--- src/chn_reg_pkg.sv ---
package chn_reg_pkg;

  localparam int addr_w = 10;
  localparam int data_w = 32;

  localparam logic [addr_w-1:0] chn_base_addr = 10'h2D0;

  // Register offsets from the channel base.
  localparam logic [addr_w-1:0] sar_ofs        = 10'h000;
  localparam logic [addr_w-1:0] dar_ofs        = 10'h004;
  localparam logic [addr_w-1:0] ctrl_a_ofs     = 10'h008;
  localparam logic [addr_w-1:0] ctrl_b_ofs     = 10'h00C;
  localparam logic [addr_w-1:0] int_mask_ofs   = 10'h010;
  localparam logic [addr_w-1:0] int_status_ofs = 10'h014;
  localparam logic [addr_w-1:0] int_clear_ofs  = 10'h018;
  localparam logic [addr_w-1:0] soft_req_ofs   = 10'h01C;
  localparam logic [addr_w-1:0] chn_en_ofs     = 10'h020;
  localparam logic [addr_w-1:0] grplen_ext_ofs = 10'h024;

  localparam logic [1:0] htrans_nonseq = 2'b10;
  localparam logic [1:0] htrans_seq    = 2'b11;

  localparam int reg_n = 10;

  localparam int sel_sar        = 0;
  localparam int sel_dar        = 1;
  localparam int sel_ctrl_a     = 2;
  localparam int sel_ctrl_b     = 3;
  localparam int sel_int_mask   = 4;
  localparam int sel_int_status = 5;
  localparam int sel_int_clear  = 6;
  localparam int sel_soft_req   = 7;
  localparam int sel_chn_en     = 8;
  localparam int sel_grplen_ext = 9;

  typedef logic [reg_n-1:0] reg_sel_t;  // One-hot register select.

  localparam int block_tl_w  = 12;
  localparam int group_len_w = 6;
  localparam int prot_w      = 4;
  localparam int int_src_n   = 5;

  // Same layout in mask, status and clear.
  localparam int int_err    = 0;
  localparam int int_tfr    = 1;
  localparam int int_htfr   = 2;
  localparam int int_trgcmp = 3;
  localparam int int_pend   = 4;

  localparam int ca_dgrpaddrc_lsb    = 31;
  localparam int ca_sgrpaddrc_lsb    = 29;
  localparam int ca_grpmc_lsb        = 28;
  localparam int ca_chintmdc_lsb     = 24;
  localparam int ca_block_tl_lsb     = 12;
  localparam int ca_group_len_lsb    = 8;
  localparam int ca_sinc_lsb         = 6;
  localparam int ca_dinc_lsb         = 4;
  localparam int ca_src_tr_width_lsb = 2;
  localparam int ca_dst_tr_width_lsb = 0;

  localparam int cb_protctl_lsb  = 15;
  localparam int cb_endlan_lsb   = 14;
  localparam int cb_srcdtlgc_lsb = 13;
  localparam int cb_trgtmdc_lsb  = 1;
  localparam int cb_int_en_lsb   = 0;

endpackage

--- src/chn_ahb_slave.sv ---
`timescale 1ns/100ps

module chn_ahb_slave (
  input  logic                           hclk,
  input  logic                           hrst_n,
  input  logic                           hsel,
  input  logic [1:0]                     htrans,
  input  logic [chn_reg_pkg::addr_w-1:0] haddr,
  input  logic                           hwrite,
  input  logic [chn_reg_pkg::data_w-1:0] cfg_rdata,
  input  logic [chn_reg_pkg::data_w-1:0] int_rdata,
  output chn_reg_pkg::reg_sel_t          wr_sel,
  output chn_reg_pkg::reg_sel_t          rd_sel,
  output logic [chn_reg_pkg::data_w-1:0] hrdata
);

  import chn_reg_pkg::*;

  logic     access;
  reg_sel_t addr_hit;

  // IDLE and BUSY never start an access.
  assign access = hsel && ((htrans == htrans_nonseq) || (htrans == htrans_seq));

  always_comb begin
    addr_hit = '0;
    case (haddr)
      chn_base_addr + sar_ofs: begin
        addr_hit[sel_sar] = 1'b1;
      end
      chn_base_addr + dar_ofs: begin
        addr_hit[sel_dar] = 1'b1;
      end
      chn_base_addr + ctrl_a_ofs: begin
        addr_hit[sel_ctrl_a] = 1'b1;
      end
      chn_base_addr + ctrl_b_ofs: begin
        addr_hit[sel_ctrl_b] = 1'b1;
      end
      chn_base_addr + int_mask_ofs: begin
        addr_hit[sel_int_mask] = 1'b1;
      end
      chn_base_addr + int_status_ofs: begin
        addr_hit[sel_int_status] = 1'b1;
      end
      chn_base_addr + int_clear_ofs: begin
        addr_hit[sel_int_clear] = 1'b1;
      end
      chn_base_addr + soft_req_ofs: begin
        addr_hit[sel_soft_req] = 1'b1;
      end
      chn_base_addr + chn_en_ofs: begin
        addr_hit[sel_chn_en] = 1'b1;
      end
      chn_base_addr + grplen_ext_ofs: begin
        addr_hit[sel_grplen_ext] = 1'b1;
      end
      default: begin
        addr_hit = '0;  // Unmapped.
      end
    endcase
  end

  // Selects live for the data phase only.
  always_ff @(posedge hclk or negedge hrst_n) begin
    if (!hrst_n) begin
      wr_sel <= '0;
      rd_sel <= '0;
    end else begin
      wr_sel <= (access && hwrite) ? addr_hit : '0;
      rd_sel <= (access && !hwrite) ? addr_hit : '0;
    end
  end

  // Each block returns zero unless selected.
  assign hrdata = cfg_rdata | int_rdata;

endmodule

--- src/chn_cfg_regs.sv ---
`timescale 1ns/100ps

module chn_cfg_regs (
  input  logic                                hclk,
  input  logic                                hrst_n,
  input  chn_reg_pkg::reg_sel_t               wr_sel,
  input  chn_reg_pkg::reg_sel_t               rd_sel,
  input  logic [chn_reg_pkg::data_w-1:0]      hwdata,
  input  logic                                en_clr,
  output logic [chn_reg_pkg::data_w-1:0]      sar,
  output logic [chn_reg_pkg::data_w-1:0]      dar,
  output logic                                dgrpaddrc,
  output logic                                sgrpaddrc,
  output logic                                grpmc,
  output logic [2:0]                          chintmdc,
  output logic [chn_reg_pkg::block_tl_w-1:0]  block_tl,
  output logic [chn_reg_pkg::group_len_w-1:0] group_len,
  output logic [1:0]                          sinc,
  output logic [1:0]                          dinc,
  output logic [1:0]                          src_tr_width,
  output logic [1:0]                          dst_tr_width,
  output logic [chn_reg_pkg::prot_w-1:0]      protctl,
  output logic                                endlan,
  output logic                                srcdtlgc,
  output logic [1:0]                          trgtmdc,
  output logic                                int_en,
  output logic                                chn_en,
  output logic                                soft_trig,
  output logic [chn_reg_pkg::data_w-1:0]      cfg_rdata
);

  import chn_reg_pkg::*;

  logic              cfg_open;
  logic [3:0]        grp_lo;
  logic [1:0]        grp_hi;
  logic [data_w-1:0] ctrl_a_word;
  logic [data_w-1:0] ctrl_b_word;

  assign cfg_open  = !chn_en;  // Config frozen while channel runs.
  assign group_len = {grp_hi, grp_lo};

  always_ff @(posedge hclk or negedge hrst_n) begin
    if (!hrst_n) begin
      sar          <= '0;
      dar          <= '0;
      dgrpaddrc    <= 1'b0;
      sgrpaddrc    <= 1'b0;
      grpmc        <= 1'b0;
      chintmdc     <= '0;
      block_tl     <= '0;
      grp_lo       <= '0;
      sinc         <= '0;
      dinc         <= '0;
      src_tr_width <= '0;
      dst_tr_width <= '0;
      grp_hi       <= '0;
      protctl      <= '0;
      endlan       <= 1'b0;
      srcdtlgc     <= 1'b0;
      trgtmdc      <= '0;
      int_en       <= 1'b0;
    end else if (cfg_open) begin
      if (wr_sel[sel_sar]) sar <= hwdata;
      if (wr_sel[sel_dar]) dar <= hwdata;
      if (wr_sel[sel_ctrl_a]) begin
        dgrpaddrc    <= hwdata[ca_dgrpaddrc_lsb];
        sgrpaddrc    <= hwdata[ca_sgrpaddrc_lsb];
        grpmc        <= hwdata[ca_grpmc_lsb];
        chintmdc     <= hwdata[ca_chintmdc_lsb +: 3];
        block_tl     <= hwdata[ca_block_tl_lsb +: block_tl_w];
        grp_lo       <= hwdata[ca_group_len_lsb +: 4];
        sinc         <= hwdata[ca_sinc_lsb +: 2];
        dinc         <= hwdata[ca_dinc_lsb +: 2];
        src_tr_width <= hwdata[ca_src_tr_width_lsb +: 2];
        dst_tr_width <= hwdata[ca_dst_tr_width_lsb +: 2];
      end
      if (wr_sel[sel_grplen_ext]) grp_hi <= hwdata[1:0];  // Upper group length.
      if (wr_sel[sel_ctrl_b]) begin
        protctl  <= hwdata[cb_protctl_lsb +: prot_w];
        endlan   <= hwdata[cb_endlan_lsb];
        srcdtlgc <= hwdata[cb_srcdtlgc_lsb];
        trgtmdc  <= hwdata[cb_trgtmdc_lsb +: 2];
        int_en   <= hwdata[cb_int_en_lsb];
      end
    end
  end

  always_ff @(posedge hclk or negedge hrst_n) begin
    if (!hrst_n) begin
      chn_en    <= 1'b0;
      soft_trig <= 1'b0;
    end else begin
      if (wr_sel[sel_chn_en]) begin
        chn_en <= hwdata[0];  // Bus write beats FSM clear.
      end else if (en_clr) begin
        chn_en <= 1'b0;
      end
      soft_trig <= wr_sel[sel_soft_req] & hwdata[0];
    end
  end

  always_comb begin
    ctrl_a_word = '0;
    ctrl_a_word[ca_dgrpaddrc_lsb]                = dgrpaddrc;
    ctrl_a_word[ca_sgrpaddrc_lsb]                = sgrpaddrc;
    ctrl_a_word[ca_grpmc_lsb]                    = grpmc;
    ctrl_a_word[ca_chintmdc_lsb +: 3]            = chintmdc;
    ctrl_a_word[ca_block_tl_lsb +: block_tl_w]   = block_tl;
    ctrl_a_word[ca_group_len_lsb +: 4]           = grp_lo;
    ctrl_a_word[ca_sinc_lsb +: 2]                = sinc;
    ctrl_a_word[ca_dinc_lsb +: 2]                = dinc;
    ctrl_a_word[ca_src_tr_width_lsb +: 2]        = src_tr_width;
    ctrl_a_word[ca_dst_tr_width_lsb +: 2]        = dst_tr_width;
    ctrl_b_word = '0;
    ctrl_b_word[cb_protctl_lsb +: prot_w]        = protctl;
    ctrl_b_word[cb_endlan_lsb]                   = endlan;
    ctrl_b_word[cb_srcdtlgc_lsb]                 = srcdtlgc;
    ctrl_b_word[cb_trgtmdc_lsb +: 2]             = trgtmdc;
    ctrl_b_word[cb_int_en_lsb]                   = int_en;
  end

  // At most one select bit is set.
  always_comb begin
    cfg_rdata = '0;
    if (rd_sel[sel_sar]) cfg_rdata = sar;
    if (rd_sel[sel_dar]) cfg_rdata = dar;
    if (rd_sel[sel_ctrl_a]) cfg_rdata = ctrl_a_word;
    if (rd_sel[sel_ctrl_b]) cfg_rdata = ctrl_b_word;
    if (rd_sel[sel_grplen_ext]) cfg_rdata = {{(data_w-2){1'b0}}, grp_hi};
    if (rd_sel[sel_chn_en]) cfg_rdata = {{(data_w-1){1'b0}}, chn_en};
  end

endmodule

--- src/chn_int_ctrl.sv ---
`timescale 1ns/100ps

module chn_int_ctrl (
  input  logic                           hclk,
  input  logic                           hrst_n,
  input  chn_reg_pkg::reg_sel_t          wr_sel,
  input  chn_reg_pkg::reg_sel_t          rd_sel,
  input  logic [chn_reg_pkg::data_w-1:0] hwdata,
  input  logic                           int_en,
  input  logic                           err_vld,
  input  logic                           tfr_vld,
  input  logic                           htfr_vld,
  input  logic                           trgcmp_vld,
  input  logic                           pend_vld,
  output logic                           chn_irq,
  output logic                           pend_out,
  output logic [chn_reg_pkg::data_w-1:0] int_rdata
);

  import chn_reg_pkg::*;

  logic [int_src_n-1:0] int_evt;
  logic [int_src_n-1:0] int_mask;
  logic [int_src_n-1:0] int_status;
  logic [int_src_n-1:0] clr_pls;

  always_comb begin
    int_evt             = '0;
    int_evt[int_err]    = err_vld;
    int_evt[int_tfr]    = tfr_vld;
    int_evt[int_htfr]   = htfr_vld;
    int_evt[int_trgcmp] = trgcmp_vld;
    int_evt[int_pend]   = pend_vld;
  end

  always_ff @(posedge hclk or negedge hrst_n) begin
    if (!hrst_n) begin
      int_mask <= '0;
      clr_pls  <= '0;
    end else begin
      if (wr_sel[sel_int_mask]) int_mask <= hwdata[int_src_n-1:0];
      clr_pls <= wr_sel[sel_int_clear] ? hwdata[int_src_n-1:0] : '0;  // One cycle.
    end
  end

  // Sticky bits where a new event beats a clear.
  always_ff @(posedge hclk or negedge hrst_n) begin
    if (!hrst_n) begin
      int_status <= '0;
    end else begin
      int_status <= (int_status & ~clr_pls) | int_evt;
    end
  end

  assign pend_out = int_status[int_pend];
  assign chn_irq  = (|(int_status & int_mask)) & int_en;

  always_comb begin
    int_rdata = '0;
    if (rd_sel[sel_int_mask]) begin
      int_rdata[int_src_n-1:0] = int_mask;
    end
    if (rd_sel[sel_int_status]) begin
      int_rdata[int_src_n-1:0] = int_status;
    end
  end

endmodule

--- src/chn_regs_top.sv ---
`timescale 1ns/100ps

module chn_regs_top (
  input  logic                                hclk,
  input  logic                                hrst_n,
  input  logic                                hsel,
  input  logic [1:0]                          htrans,
  input  logic [chn_reg_pkg::addr_w-1:0]      haddr,
  input  logic                                hwrite,
  input  logic [chn_reg_pkg::data_w-1:0]      hwdata,
  output logic [chn_reg_pkg::data_w-1:0]      hrdata,
  input  logic                                err_vld,
  input  logic                                tfr_vld,
  input  logic                                htfr_vld,
  input  logic                                trgcmp_vld,
  input  logic                                pend_vld,
  input  logic                                en_clr,
  output logic [chn_reg_pkg::data_w-1:0]      sar,
  output logic [chn_reg_pkg::data_w-1:0]      dar,
  output logic                                dgrpaddrc,
  output logic                                sgrpaddrc,
  output logic                                grpmc,
  output logic [2:0]                          chintmdc,
  output logic [chn_reg_pkg::block_tl_w-1:0]  block_tl,
  output logic [chn_reg_pkg::group_len_w-1:0] group_len,
  output logic [1:0]                          sinc,
  output logic [1:0]                          dinc,
  output logic [1:0]                          src_tr_width,
  output logic [1:0]                          dst_tr_width,
  output logic [chn_reg_pkg::prot_w-1:0]      protctl,
  output logic                                endlan,
  output logic                                srcdtlgc,
  output logic [1:0]                          trgtmdc,
  output logic                                int_en,
  output logic                                chn_en,
  output logic                                soft_trig,
  output logic                                chn_irq,
  output logic                                pend_out
);

  import chn_reg_pkg::*;

  reg_sel_t          wr_sel;
  reg_sel_t          rd_sel;
  logic [data_w-1:0] cfg_rdata;
  logic [data_w-1:0] int_rdata;

  chn_ahb_slave chn_ahb_slave_inst (
    .hclk      (hclk),
    .hrst_n    (hrst_n),
    .hsel      (hsel),
    .htrans    (htrans),
    .haddr     (haddr),
    .hwrite    (hwrite),
    .cfg_rdata (cfg_rdata),
    .int_rdata (int_rdata),
    .wr_sel    (wr_sel),
    .rd_sel    (rd_sel),
    .hrdata    (hrdata)
  );

  chn_cfg_regs chn_cfg_regs_inst (
    .hclk         (hclk),
    .hrst_n       (hrst_n),
    .wr_sel       (wr_sel),
    .rd_sel       (rd_sel),
    .hwdata       (hwdata),
    .en_clr       (en_clr),
    .sar          (sar),
    .dar          (dar),
    .dgrpaddrc    (dgrpaddrc),
    .sgrpaddrc    (sgrpaddrc),
    .grpmc        (grpmc),
    .chintmdc     (chintmdc),
    .block_tl     (block_tl),
    .group_len    (group_len),
    .sinc         (sinc),
    .dinc         (dinc),
    .src_tr_width (src_tr_width),
    .dst_tr_width (dst_tr_width),
    .protctl      (protctl),
    .endlan       (endlan),
    .srcdtlgc     (srcdtlgc),
    .trgtmdc      (trgtmdc),
    .int_en       (int_en),
    .chn_en       (chn_en),
    .soft_trig    (soft_trig),
    .cfg_rdata    (cfg_rdata)
  );

  chn_int_ctrl chn_int_ctrl_inst (
    .hclk       (hclk),
    .hrst_n     (hrst_n),
    .wr_sel     (wr_sel),
    .rd_sel     (rd_sel),
    .hwdata     (hwdata),
    .int_en     (int_en),
    .err_vld    (err_vld),
    .tfr_vld    (tfr_vld),
    .htfr_vld   (htfr_vld),
    .trgcmp_vld (trgcmp_vld),
    .pend_vld   (pend_vld),
    .chn_irq    (chn_irq),
    .pend_out   (pend_out),
    .int_rdata  (int_rdata)
  );

endmodule

--- config.mk ---
export PLATFORM = sky130hd
export DESIGN_NAME = chn_regs_top
export DESIGN_NICKNAME = d
export VERILOG_FILES = /design/src/chn_reg_pkg.sv /design/src/chn_ahb_slave.sv /design/src/chn_cfg_regs.sv /design/src/chn_int_ctrl.sv /design/src/chn_regs_top.sv
export SDC_FILE = /design/constraint.sdc
export NUM_CORES = 1
export LEC_CHECK = 0
export ABC_AREA = 1
export BUFFER_PORTS_ARGS = -buffer_cell sky130_fd_sc_hd__buf_4
export CELL_PAD_IN_SITES_DETAIL_PLACEMENT = 2
export CELL_PAD_IN_SITES_GLOBAL_PLACEMENT = 2
export CORE_MARGIN = 8
export CORE_UTILIZATION = 29
export DETAILED_ROUTE_END_ITERATION = 6
export PLACE_DENSITY = 0.85
export SYNTH_ARGS = -nofsm -noshare
export SYNTH_HDL_FRONTEND = slang
export SYNTH_SLANG_ARGS = --single-unit
--- constraint.sdc ---
create_clock -name hclk -period 1.4 [get_ports hclk]
set_input_delay 0.21 -clock hclk [delete_from_list [all_inputs] [get_ports hclk]]
set_output_delay 0.21 -clock hclk [all_outputs]
set_load 0.01 [all_outputs]
==> impl_metrics.tcl, run 1 <==
set metrics [dict create \
    outcome "finished, violations left" \
    violations "setup timing" \
    grt_pass1_wl_um 40700 \
    grt_overflow 0 \
    fin_crit_ps 1940 \
    postRouteAntennaNets 0 \
    synth_top_family_by_area "compound AO/OA/AOI/OAI gates" \
    port_buffers 193 \
    std_cell_rows 53 \
    drv_slew 0 \
    routed.top_layer "met4" \
    rsz0062_at_grt "true" \
    setup_viol 33 \
    synthAdderAreaFrac_pct 0 \
    ys_seq_area_share_pct 56.7 \
    clkSlewWorstSetupHoldPaths_ps 60 \
    pin_count 195 \
    synth_cells 698 \
    synth_mux_area_share_pct 0 \
    ys_ff_latch 139 \
    ys_types 32 \
    hpwl_um 18200 \
    grt_pass1_vias 6998 \
    clockBufferDepth 2 \
    fmax_mhz 514 \
    layout.nets 983 \
    die_h_um 161 \
    power.static_leakage_uw 0.00468 \
    ir_drop_mv 0.687 \
    start_util_pct 29.4 \
    diodes 0 \
    wl_met2_um 13500 \
    numCtsBuffers 17 \
    drtPass1Iterations 5 \
    viasPerCell 4.97 \
    startpoint_type "flop" \
    cp_cell_sequence "nor2_4 -> nand2_8 -> inv_12 -> buf_12 -> o21ai_2 -> a21oi_2 -> buf_4" \
    hold_viol_final 0 \
    fin_crit_sh_pct 139 \
    antenna_found_initial 0 \
    grtUsageTotal_pct 20.0 \
    cts_sinks 139 \
    critPathKind "flop to output pin" \
    drive_gt1_share_pct 36.6 \
    tightestPinTransition_ps 369 \
    drt-wirelength-per-cell_um 21.7 \
    crit_path_max_incr_delay_ps 410 \
    critPathMaxFanout 8 \
    crit_arrival_ps 1730 \
    routabilityCongestion 0.792 \
    drv_cap 0 \
    post_dp_cell_area_um2 8140 \
    fin_ws_ps -545 \
    synth_compound_area_share_pct 19.3 \
    syn-num-nets 752 \
    htree_num_levels 4 \
    drt-initial-drc-count 230 \
    netlist_area_um2 6140 \
    avgSynthCellArea_um2 8.79 \
    insertion_delay_ps 420 \
    slew_headroom_pct 75.2 \
    holdWs_ps 20.2 \
    cts-root-buf "clkbuf_16" \
    grt_max_degree 61 \
    cp-end-kind "output pin" \
    die_w_um 161 \
    p_total_uw 9080 \
    power.density_nw_per_um2 989 \
    worst-endpoint-required_ps 1190 \
    routed_wl_um 26400 \
    holdPathStages 3 \
    die-area_um2 26100 \
    ys_warn_count 0 \
    fin_skew_ps 9.43 \
    core_region_area_um2 20900 \
    cts_tree "built" \
    wl_met3_um 1250 \
    syn_to_final_growth_pct 49.6 \
    finish.utilization_pct 43.9 \
    synthSimpleGateAreaFrac_pct 16.0 \
    hold_path_class "input pin to flop" \
    fillers 2285 \
    drc_errors 0 \
    r2r_cells 4 \
    synth_xor_area_share_pct 0 \
    final_area_um2 9180 \
    critPathSlowestCell "dfrtp_1" \
    wl_met1_um 11300 \
    vias 6044 \
]
[cell type report]
| class | instances | area, um^2 | share of cell area (%) |
|---|---|---|---|
| flip-flops and latches | 139 | 3480 | 37.9 |
| multi-input cells | 451 | 2320 | 25.3 |
| repair buffers | 247 | 2130 | 23.2 |
| clock buffers | 22 | 484 | 5.28 |
| well taps | 275 | 344 | 3.75 |
| inverters | 71 | 279 | 3.04 |
| clock inverters | 10 | 115 | 1.25 |
| repair inverters | 2 | 25.0 | 0.273 |
[cells in the mapped netlist]
| library cell | count | area [um^2] |
|---|---|---|
| and2_0 | 2 | 12.5 |
| buf_8 | 2 | 30.0 |
| buf_6 | 2 | 22.5 |
| o22ai_1 | 3 | 18.8 |
| inv_1 | 69 | 259 |
| buf_2 | 15 | 75.1 |
| o21ai_2 | 13 | 114 |
| buf_12 | 1 | 20.0 |
| o21ai_1 | 1 | 5.00 |
| a21oi_2 | 13 | 114 |
| a22oi_1 | 5 | 37.5 |
| o21bai_1 | 5 | 37.5 |
| nand2_4 | 1 | 11.3 |
| or2_2 | 1 | 6.26 |
| o31ai_1 | 1 | 7.51 |
| inv_2 | 1 | 3.75 |
| buf_4 | 2 | 15.0 |
| nand4_1 | 2 | 12.5 |
| nor2_1 | 29 | 109 |
| nor3_1 | 5 | 25.0 |
| dfrtp_1 | 139 | 3480 |
| nor2_4 | 2 | 22.5 |
| nand3_1 | 14 | 70.1 |
| o21ai_0 | 118 | 591 |
| nand2_1 | 185 | 694 |
| nand2_2 | 2 | 12.5 |
| nand3b_1 | 1 | 7.51 |
| clkbuf_1 | 14 | 52.6 |
| o211ai_1 | 7 | 52.6 |
| a21oi_1 | 41 | 205 |
| clkbuf_2 | 1 | 5.00 |
| inv_6 | 1 | 8.76 |
[placed cells by master (no fill, tap or decap), types with 14 or more instances in the layout]
cell type and n:
dfrtp_1 138, o21ai_0 112, nand2_1 167, nand3_1 14
a21oi_2 19, clkbuf_16 18, a21oi_1 35, buf_4 211
nand2_2 15, inv_1 66, nor2_1 27
[where the power goes]
| group | internal [uW] | total, uW | switching [uW] |
|---|---|---|---|
| registers | 4040 | 4070 | 27.1 |
| clock network | 2810 | 4600 | 1790 |
| logic | 179 | 412 | 233 |
[sequential cells by signal, summed over array words and instances (netlist names), 2 cells and up]
name	count
chn_int_ctrl_inst.clr_pls	5
chn_int_ctrl_inst.int_status	5
chn_cfg_regs_inst.sinc	2
chn_cfg_regs_inst.src_tr_width	2
chn_cfg_regs_inst.sar	32
chn_cfg_regs_inst.grp_lo	4
chn_cfg_regs_inst.trgtmdc	2
chn_ahb_slave_inst.rd_sel	8
chn_cfg_regs_inst.block_tl	12
chn_cfg_regs_inst.chintmdc	3
chn_cfg_regs_inst.protctl	4
chn_int_ctrl_inst.int_mask	5
chn_cfg_regs_inst.dinc	2
chn_ahb_slave_inst.wr_sel	9
chn_cfg_regs_inst.dar	32
chn_cfg_regs_inst.dst_tr_width	2
chn_cfg_regs_inst.grp_hi	2
[metrics by stage]
| stage | setup TNS [ps] | worst slack, ps | instances |
|---|---|---|---|
| final | -16290 | -545 | 1217 |
| after global routing | -18970 | -622 | 1217 |
| after CTS | -16700 | -541 | 1213 |
| after detailed placement | -2400 | -120 | 1166 |
| after global placement | -1330 | -90.9 | 1166 |
| after floorplan | 0 | 58.8 | 698 |
[cell families after synthesis]
| group | count (synthesis) |
|---|---|
| compound gates | 207 |
| buf+inv | 108 |
| flops | 139 |
| simple gates | 244 |
[what timing repair did]
action                                  in CTS  in global routing
gates resized for setup                     38                 36
buffers inserted                             7                  1
hold buffers                                 7                  0
hold endpoints to repair                    33                  0
pin swaps                                   12                 13
cloned                                       1                  3
endpoints found under the setup margin      33                 46
[worst paths after layout]
path | start | endpoint | slack [ps]
worst max-delay path | chn_ahb_slave_inst.rd_sel[9] | hrdata[7] | -540
worst min-delay path | hwdata[3] | chn_int_ctrl_inst.clr_pls[3] | 20
worst max register to register | chn_cfg_regs_inst.chn_en | chn_cfg_regs_inst.dar[22] | 110
worst min register to register | chn_int_ctrl_inst.clr_pls[0] | chn_int_ctrl_inst.int_status[0] | 440
max in group asynchronous | hrst_n | chn_cfg_regs_inst.dar[24] | 580
min in group asynchronous | hrst_n | chn_cfg_regs_inst.sar[7] | 250
[worst max-delay path, delay by kind of cell (launching register included)]
kind / cells / cell delay [ps]
DFF: 1 / 410
and+or+nand+nor: 2 / 340
buffers and inverters: 3 / 390
AOI/OAI and AO/OA: 2 / 160
[routing by layer]
layer / GRT usage [%] / up-vias
met4: 5.51 / 0
li1: - / 2739
met2: 34.8 / 180
met1: 24.0 / 3098
met5: 0 / -
met3: 4.91 / 27
No activity file was read; power rests on OpenSTA's default activity.
==> inputs of run 2 (changes only) <==
--- a/config.mk
+++ b/config.mk
@@ -10,9 +10,9 @@
 export CELL_PAD_IN_SITES_DETAIL_PLACEMENT = 2
 export CELL_PAD_IN_SITES_GLOBAL_PLACEMENT = 2
 export CORE_MARGIN = 8
-export CORE_UTILIZATION = 29
+export CORE_UTILIZATION = 32
 export DETAILED_ROUTE_END_ITERATION = 6
-export PLACE_DENSITY = 0.85
+export PLACE_DENSITY = 0.92
 export SYNTH_ARGS = -nofsm -noshare
 export SYNTH_HDL_FRONTEND = slang
 export SYNTH_SLANG_ARGS = --single-unit
==> constraint.sdc (replaced) <==
create_clock -name hclk -period 2.4 [get_ports hclk]
set_input_delay 0.36 -clock hclk [delete_from_list [all_inputs] [get_ports hclk]]
set_output_delay 0.36 -clock hclk [all_outputs]
set_load 0.01 [all_outputs]
==> impl_metrics.tcl, run 2 (synthesis gave the netlist of run 1 again) <==
set metrics [dict create \
    reg2reg_to "chn_cfg_regs_inst.sar[20]" \
    pin_count 195 \
    crit_arrival_ps 1910 \
    drt-initial-drc-count 229 \
    mostFrequentLayoutCells "buf_4 (204), nand2_1 (184), dfrtp_1 (138)" \
    fillers 2066 \
    ir_drop_mv 0.466 \
    cts_sinks 139 \
    critPathKind "flop to output pin" \
    p_total_uw 5330 \
    critPathMaxFanout 28 \
    fmax_mhz 440 \
    drtPass1Iterations 4 \
    cts_tree "built" \
    drt-wirelength-per-cell_um 22.4 \
    rsz0062_at_grt "false" \
    cts-root-buf "clkbuf_16" \
    drc_errors 0 \
    power.density_nw_per_um2 630 \
    grt_pass1_wl_um 40300 \
    die_w_um 154 \
    power.static_leakage_uw 0.00438 \
    drv_slew 0 \
    start_util_pct 32.7 \
    postRouteAntennaNets 0 \
    fin_ws_ps 126 \
    htree_num_levels 4 \
    r2r_cells 4 \
    fin_skew_ps 4.97 \
    vias 5860 \
    clkSlewWorstSetupHoldPaths_ps 60 \
    r2r_start "chn_cfg_regs_inst.chn_en" \
    port_buffers 193 \
    grt_max_degree 65 \
    outcome "finished clean" \
    die-area_um2 23900 \
    std_cell_rows 50 \
    hold_path_class "input pin to flop" \
    numCtsBuffers 17 \
    grt_pass1_vias 6833 \
    hold_viol_final 0 \
    syn_to_final_growth_pct 38.1 \
    hp-start "pend_vld" \
    insertion_delay_ps 420 \
    routabilityCongestion 0.814 \
    r2r_setup_slack_ps 820 \
    final_common_cell "buf_4" \
    grtUsageTotal_pct 21.8 \
    viasPerCell 5.14 \
    instances_no_fill 1139 \
    core_region_area_um2 18800 \
    setup_viol 0 \
    fin_crit_ps 2270 \
    slew_headroom_pct 56.7 \
    top_regs "chn_cfg_regs_inst.dar: 32 flops, chn_cfg_regs_inst.sar: 32 flops, chn_cfg_regs_inst.block_tl: 12 flops" \
    drv_cap 0 \
    hpwl_um 17900 \
    clockBufferDepth 2 \
    fin_tns_setup_ps 0 \
    startpoint_type "flop" \
    tightestPinTransition_ps 650 \
    place_inst 1102 \
    routed_wl_um 25500 \
    diodes 0 \
    cp-end-kind "output pin" \
    drive_gt1_share_pct 30.6 \
    fin_crit_sh_pct 94.8 \
    die_h_um 154 \
    grt_overflow 0 \
    hold_end "chn_int_ctrl_inst.int_status[4]" \
    holdPathStages 2 \
    worst-endpoint-required_ps 2040 \
    antenna_found_initial 0 \
    pre_cts_slack_ps 340 \
    layout.nets 946 \
]
[run 2: cell types whose count changed in the layout (fill, tap and decap cells not counted), moves of 4 or more]
cell and delta:
nand2_1 +17, o21ai_1 -4, o21ai_0 +6, buf_12 -9, nand2_4 -4, buf_4 -7, nand2_2 -12, buf_6 -10
dlygate4sd3_1 -6, a21oi_1 +6, a21oi_2 -6
[run 2: worst max path at each step]
stage	from	to	slack [ps]	depth (start not counted)
after CTS	chn_ahb_slave_inst.rd_sel[1]	hrdata[0]	40	9
after detailed placement	chn_ahb_slave_inst.rd_sel[9]	hrdata[31]	340	6
after floorplan	chn_ahb_slave_inst.rd_sel[9]	hrdata[4]	910	5
final	chn_ahb_slave_inst.rd_sel[3]	hrdata[31]	130	6
after global routing	chn_ahb_slave_inst.rd_sel[2]	hrdata[1]	20	10
after global placement	chn_ahb_slave_inst.rd_sel[9]	hrdata[31]	410	6
[run 2: metal layers]
metal,routed length [um],GRT usage (%),part of all wire [%]
met1,10700,26.1,42
met2,13200,38.4,52
met3,1280,5.04,5.0
met4,380,6.30,1.5
met5,0,0,0
[run 2: critical path: stages (launching register included)]
cell and delay (ps):
dfrtp_2 510, inv_1 140, nand2_4 100, inv_8 220, o21ai_0 130, a21oi_1 220
buf_4 170
[run 2: through the flow]
| step | area, um^2 | hold slack [ps] | utilization, % |
|---|---|---|---|
| 2_1_floorplan | 6140 | 64.4 | - |
| 3_3_place_gp | 7820 | 404 | 41.7 |
| 3_5_place_dp | 7820 | 415 | 41.7 |
| 4_1_cts | 8470 | 118 | 45.1 |
| 5_1_grt | 8470 | 121 | 45.1 |
| 6_report | 8470 | 141 | 45.1 |
[run 2: power by group]
| group | internal [uW] | total, uW | switching (uW) |
|---|---|---|---|
| Combinational | 94.2 | 224 | 130 |
| Clock | 1690 | 2740 | 1050 |
| Sequential | 2360 | 2370 | 14.7 |
| Total | 4140 | 5330 | 1190 |
[run 2: layout make-up]
cell class	instances	area, um^2	area share [%]
clock buffer	21	460	5.43
clock inverter	11	143	1.68
inverter	71	274	3.23
multi-input combinational	451	2170	25.6
sequential	139	3480	41.1
tap	234	293	3.46
timing repair buffer	212	1660	19.5
[run 2: timing repair]
action | in CTS | in global routing
setup buffers | 4 | 0
pin swaps | 2 | 0
hold endpoints to repair | 61 | 0
gates cloned | 0 | 0
hold buffers | 1 | 0
resized for setup | 2 | 2
endpoints found under the setup margin | 12 | 2
==> inputs of run 3 (changes only) <==
--- a/config.mk
+++ b/config.mk
@@ -9,6 +9,7 @@
 export BUFFER_PORTS_ARGS = -buffer_cell sky130_fd_sc_hd__buf_4
 export CELL_PAD_IN_SITES_DETAIL_PLACEMENT = 2
 export CELL_PAD_IN_SITES_GLOBAL_PLACEMENT = 2
+export CORE_ASPECT_RATIO = 0.8
 export CORE_MARGIN = 8
 export CORE_UTILIZATION = 32
 export DETAILED_ROUTE_END_ITERATION = 6
@@ -16,3 +17,4 @@
 export SYNTH_ARGS = -nofsm -noshare
 export SYNTH_HDL_FRONTEND = slang
 export SYNTH_SLANG_ARGS = --single-unit
+export TNS_END_PERCENT = 30
==> impl_metrics.tcl, run 3 (synthesis gave the netlist of run 1 again) <==
set metrics [dict create \
    cts_sinks 139 \
    cts-root-buf "clkbuf_16" \
    fin_crit_sh_pct 95.2 \
    p_total_uw 5580 \
    viasPerCell 4.99 \
    die_h_um 140 \
    hold_path_class "input pin to flop" \
    syn_to_final_growth_pct 39.0 \
    holdWs_ps 122 \
    fmax_mhz 438 \
    numCtsBuffers 17 \
    postRouteAntennaNets 0 \
    grt_pass1_vias 6648 \
    fin_skew_ps 6.54 \
    pre_cts_slack_ps 383 \
    critPathKind "flop to output pin" \
    port_buffers 193 \
    r2r_start "chn_cfg_regs_inst.chn_en" \
    pin_count 195 \
    drive_gt1_share_pct 30.7 \
    grt_max_degree 58 \
    outcome "finished clean" \
    r2r_cells 5 \
    drt-initial-drc-count 245 \
    grt_pass1_wl_um 38900 \
    layout.nets 944 \
    drv_slew 0 \
    grt_overflow 0 \
    reg2reg_to "chn_cfg_regs_inst.dar[14]" \
    cts_tree "built" \
    endpoint "hrdata[31]" \
    mostFrequentLayoutCells "buf_4 (204), nand2_1 (184), dfrtp_1 (138)" \
    top_regs "chn_cfg_regs_inst.dar: 32 flops, chn_cfg_regs_inst.sar: 32 flops, chn_cfg_regs_inst.block_tl: 12 flops" \
    die_w_um 171 \
    std_cell_rows 45 \
    clkSlewWorstSetupHoldPaths_ps 60 \
    drc_errors 0 \
    routed_wl_um 25000 \
    power.static_leakage_uw 0.00439 \
    ir_drop_mv 0.396 \
    slew_headroom_pct 61.5 \
    power.density_nw_per_um2 654 \
    htree_num_levels 4 \
    crit_arrival_ps 1930 \
    final_common_cell "buf_4" \
    setup_viol 0 \
    worst-endpoint-required_ps 2040 \
    fin_tns_setup_ps 0 \
    start_util_pct 32.5 \
    fin_ws_ps 115 \
    crit_start "chn_ahb_slave_inst.rd_sel[2]" \
    core_region_area_um2 18900 \
    routabilityCongestion 0.773 \
    vias 5788 \
    drv_cap 0 \
    post_dp_cell_area_um2 7840 \
    insertion_delay_ps 420 \
    hpwl_um 17600 \
    startpoint_type "flop" \
    clockBufferDepth 2 \
    fin_crit_ps 2290 \
    fillers 2120 \
    critPathMaxFanout 20 \
    rsz0062_at_grt "false" \
    tightestPinTransition_ps 576 \
    r2r_setup_slack_ps 830 \
    antenna_found_initial 0 \
    die-area_um2 23900 \
    drtPass1Iterations 4 \
    diodes 0 \
    final_area_um2 8530 \
    cp-end-kind "output pin" \
    hold_viol_final 0 \
    drt-wirelength-per-cell_um 21.5 \
    grtUsageTotal_pct 21.2 \
]
==> run 3: per-stage QoR <==
step | cells | util (%)
5_1_grt | 1161 | 45.2
3_3_place_gp | 1126 | 41.5
2_1_floorplan | 698 | -
6_report | 1161 | 45.2
3_5_place_dp | 1126 | 41.5
4_1_cts | 1160 | 45.2
==> run 3: cell type report <==
cell class / count / area, um^2 / share of cell area (%)
Clock inverter: 15 / 235 / 2.76
Inverter: 71 / 274 / 3.21
Tap cell: 258 / 323 / 3.78
Sequential cell: 139 / 3480 / 40.8
Timing Repair Buffer: 210 / 1620 / 19.0
Clock buffer: 17 / 425 / 4.99
Multi-Input combinational cell: 451 / 2170 / 25.4
==> run 3: critical path, stage by stage (launching register included) <==
cell and delay (ps):
dfrtp_1 380, buf_4 190, inv_1 80, buf_4 350, o21ai_0 180, a21oi_1 160, buf_4 160
==> run 3: timing repair <==
action,4_1_cts,5_1_grt
endpoints found under the hold margin,34,0
hold buffers,1,0
endpoints found under the setup margin,10,8
gates cloned,0,0
gates resized for setup,1,2
pin swaps,1,1
setup buffers,1,1
==> run 3: layer usage <==
| layer | GRT usage, % | share of wire, % |
|---|---|---|
| met1 | 25.0 | 42 |
| met2 | 36.2 | 50 |
| met3 | 6.61 | 6.2 |
| met4 | 6.99 | 1.9 |
| met5 | 0 | 0 |
==> run 3: power breakdown <==
group / leakage (uW) / switching (uW) / internal (uW)
clock: 0.000315 / 1120 / 1870
combinational: 0.00273 / 127 / 92.2
sequential: 0.00134 / 14.3 / 2360
total: 0.00439 / 1260 / 4320
==> run 3: worst min path at each step <==
stage	start	endpoint	slack, ps	cells past startpoint
6_report	en_clr	chn_cfg_regs_inst.chn_en	120	2
5_1_grt	en_clr	chn_cfg_regs_inst.chn_en	110	2
4_1_cts	en_clr	chn_cfg_regs_inst.chn_en	110	2
3_5_place_dp	hrst_n	chn_ahb_slave_inst.wr_sel[7]	300	1
3_3_place_gp	hrst_n	chn_ahb_slave_inst.wr_sel[7]	290	1
2_1_floorplan	hrst_n	chn_ahb_slave_inst.rd_sel[0]	60	0
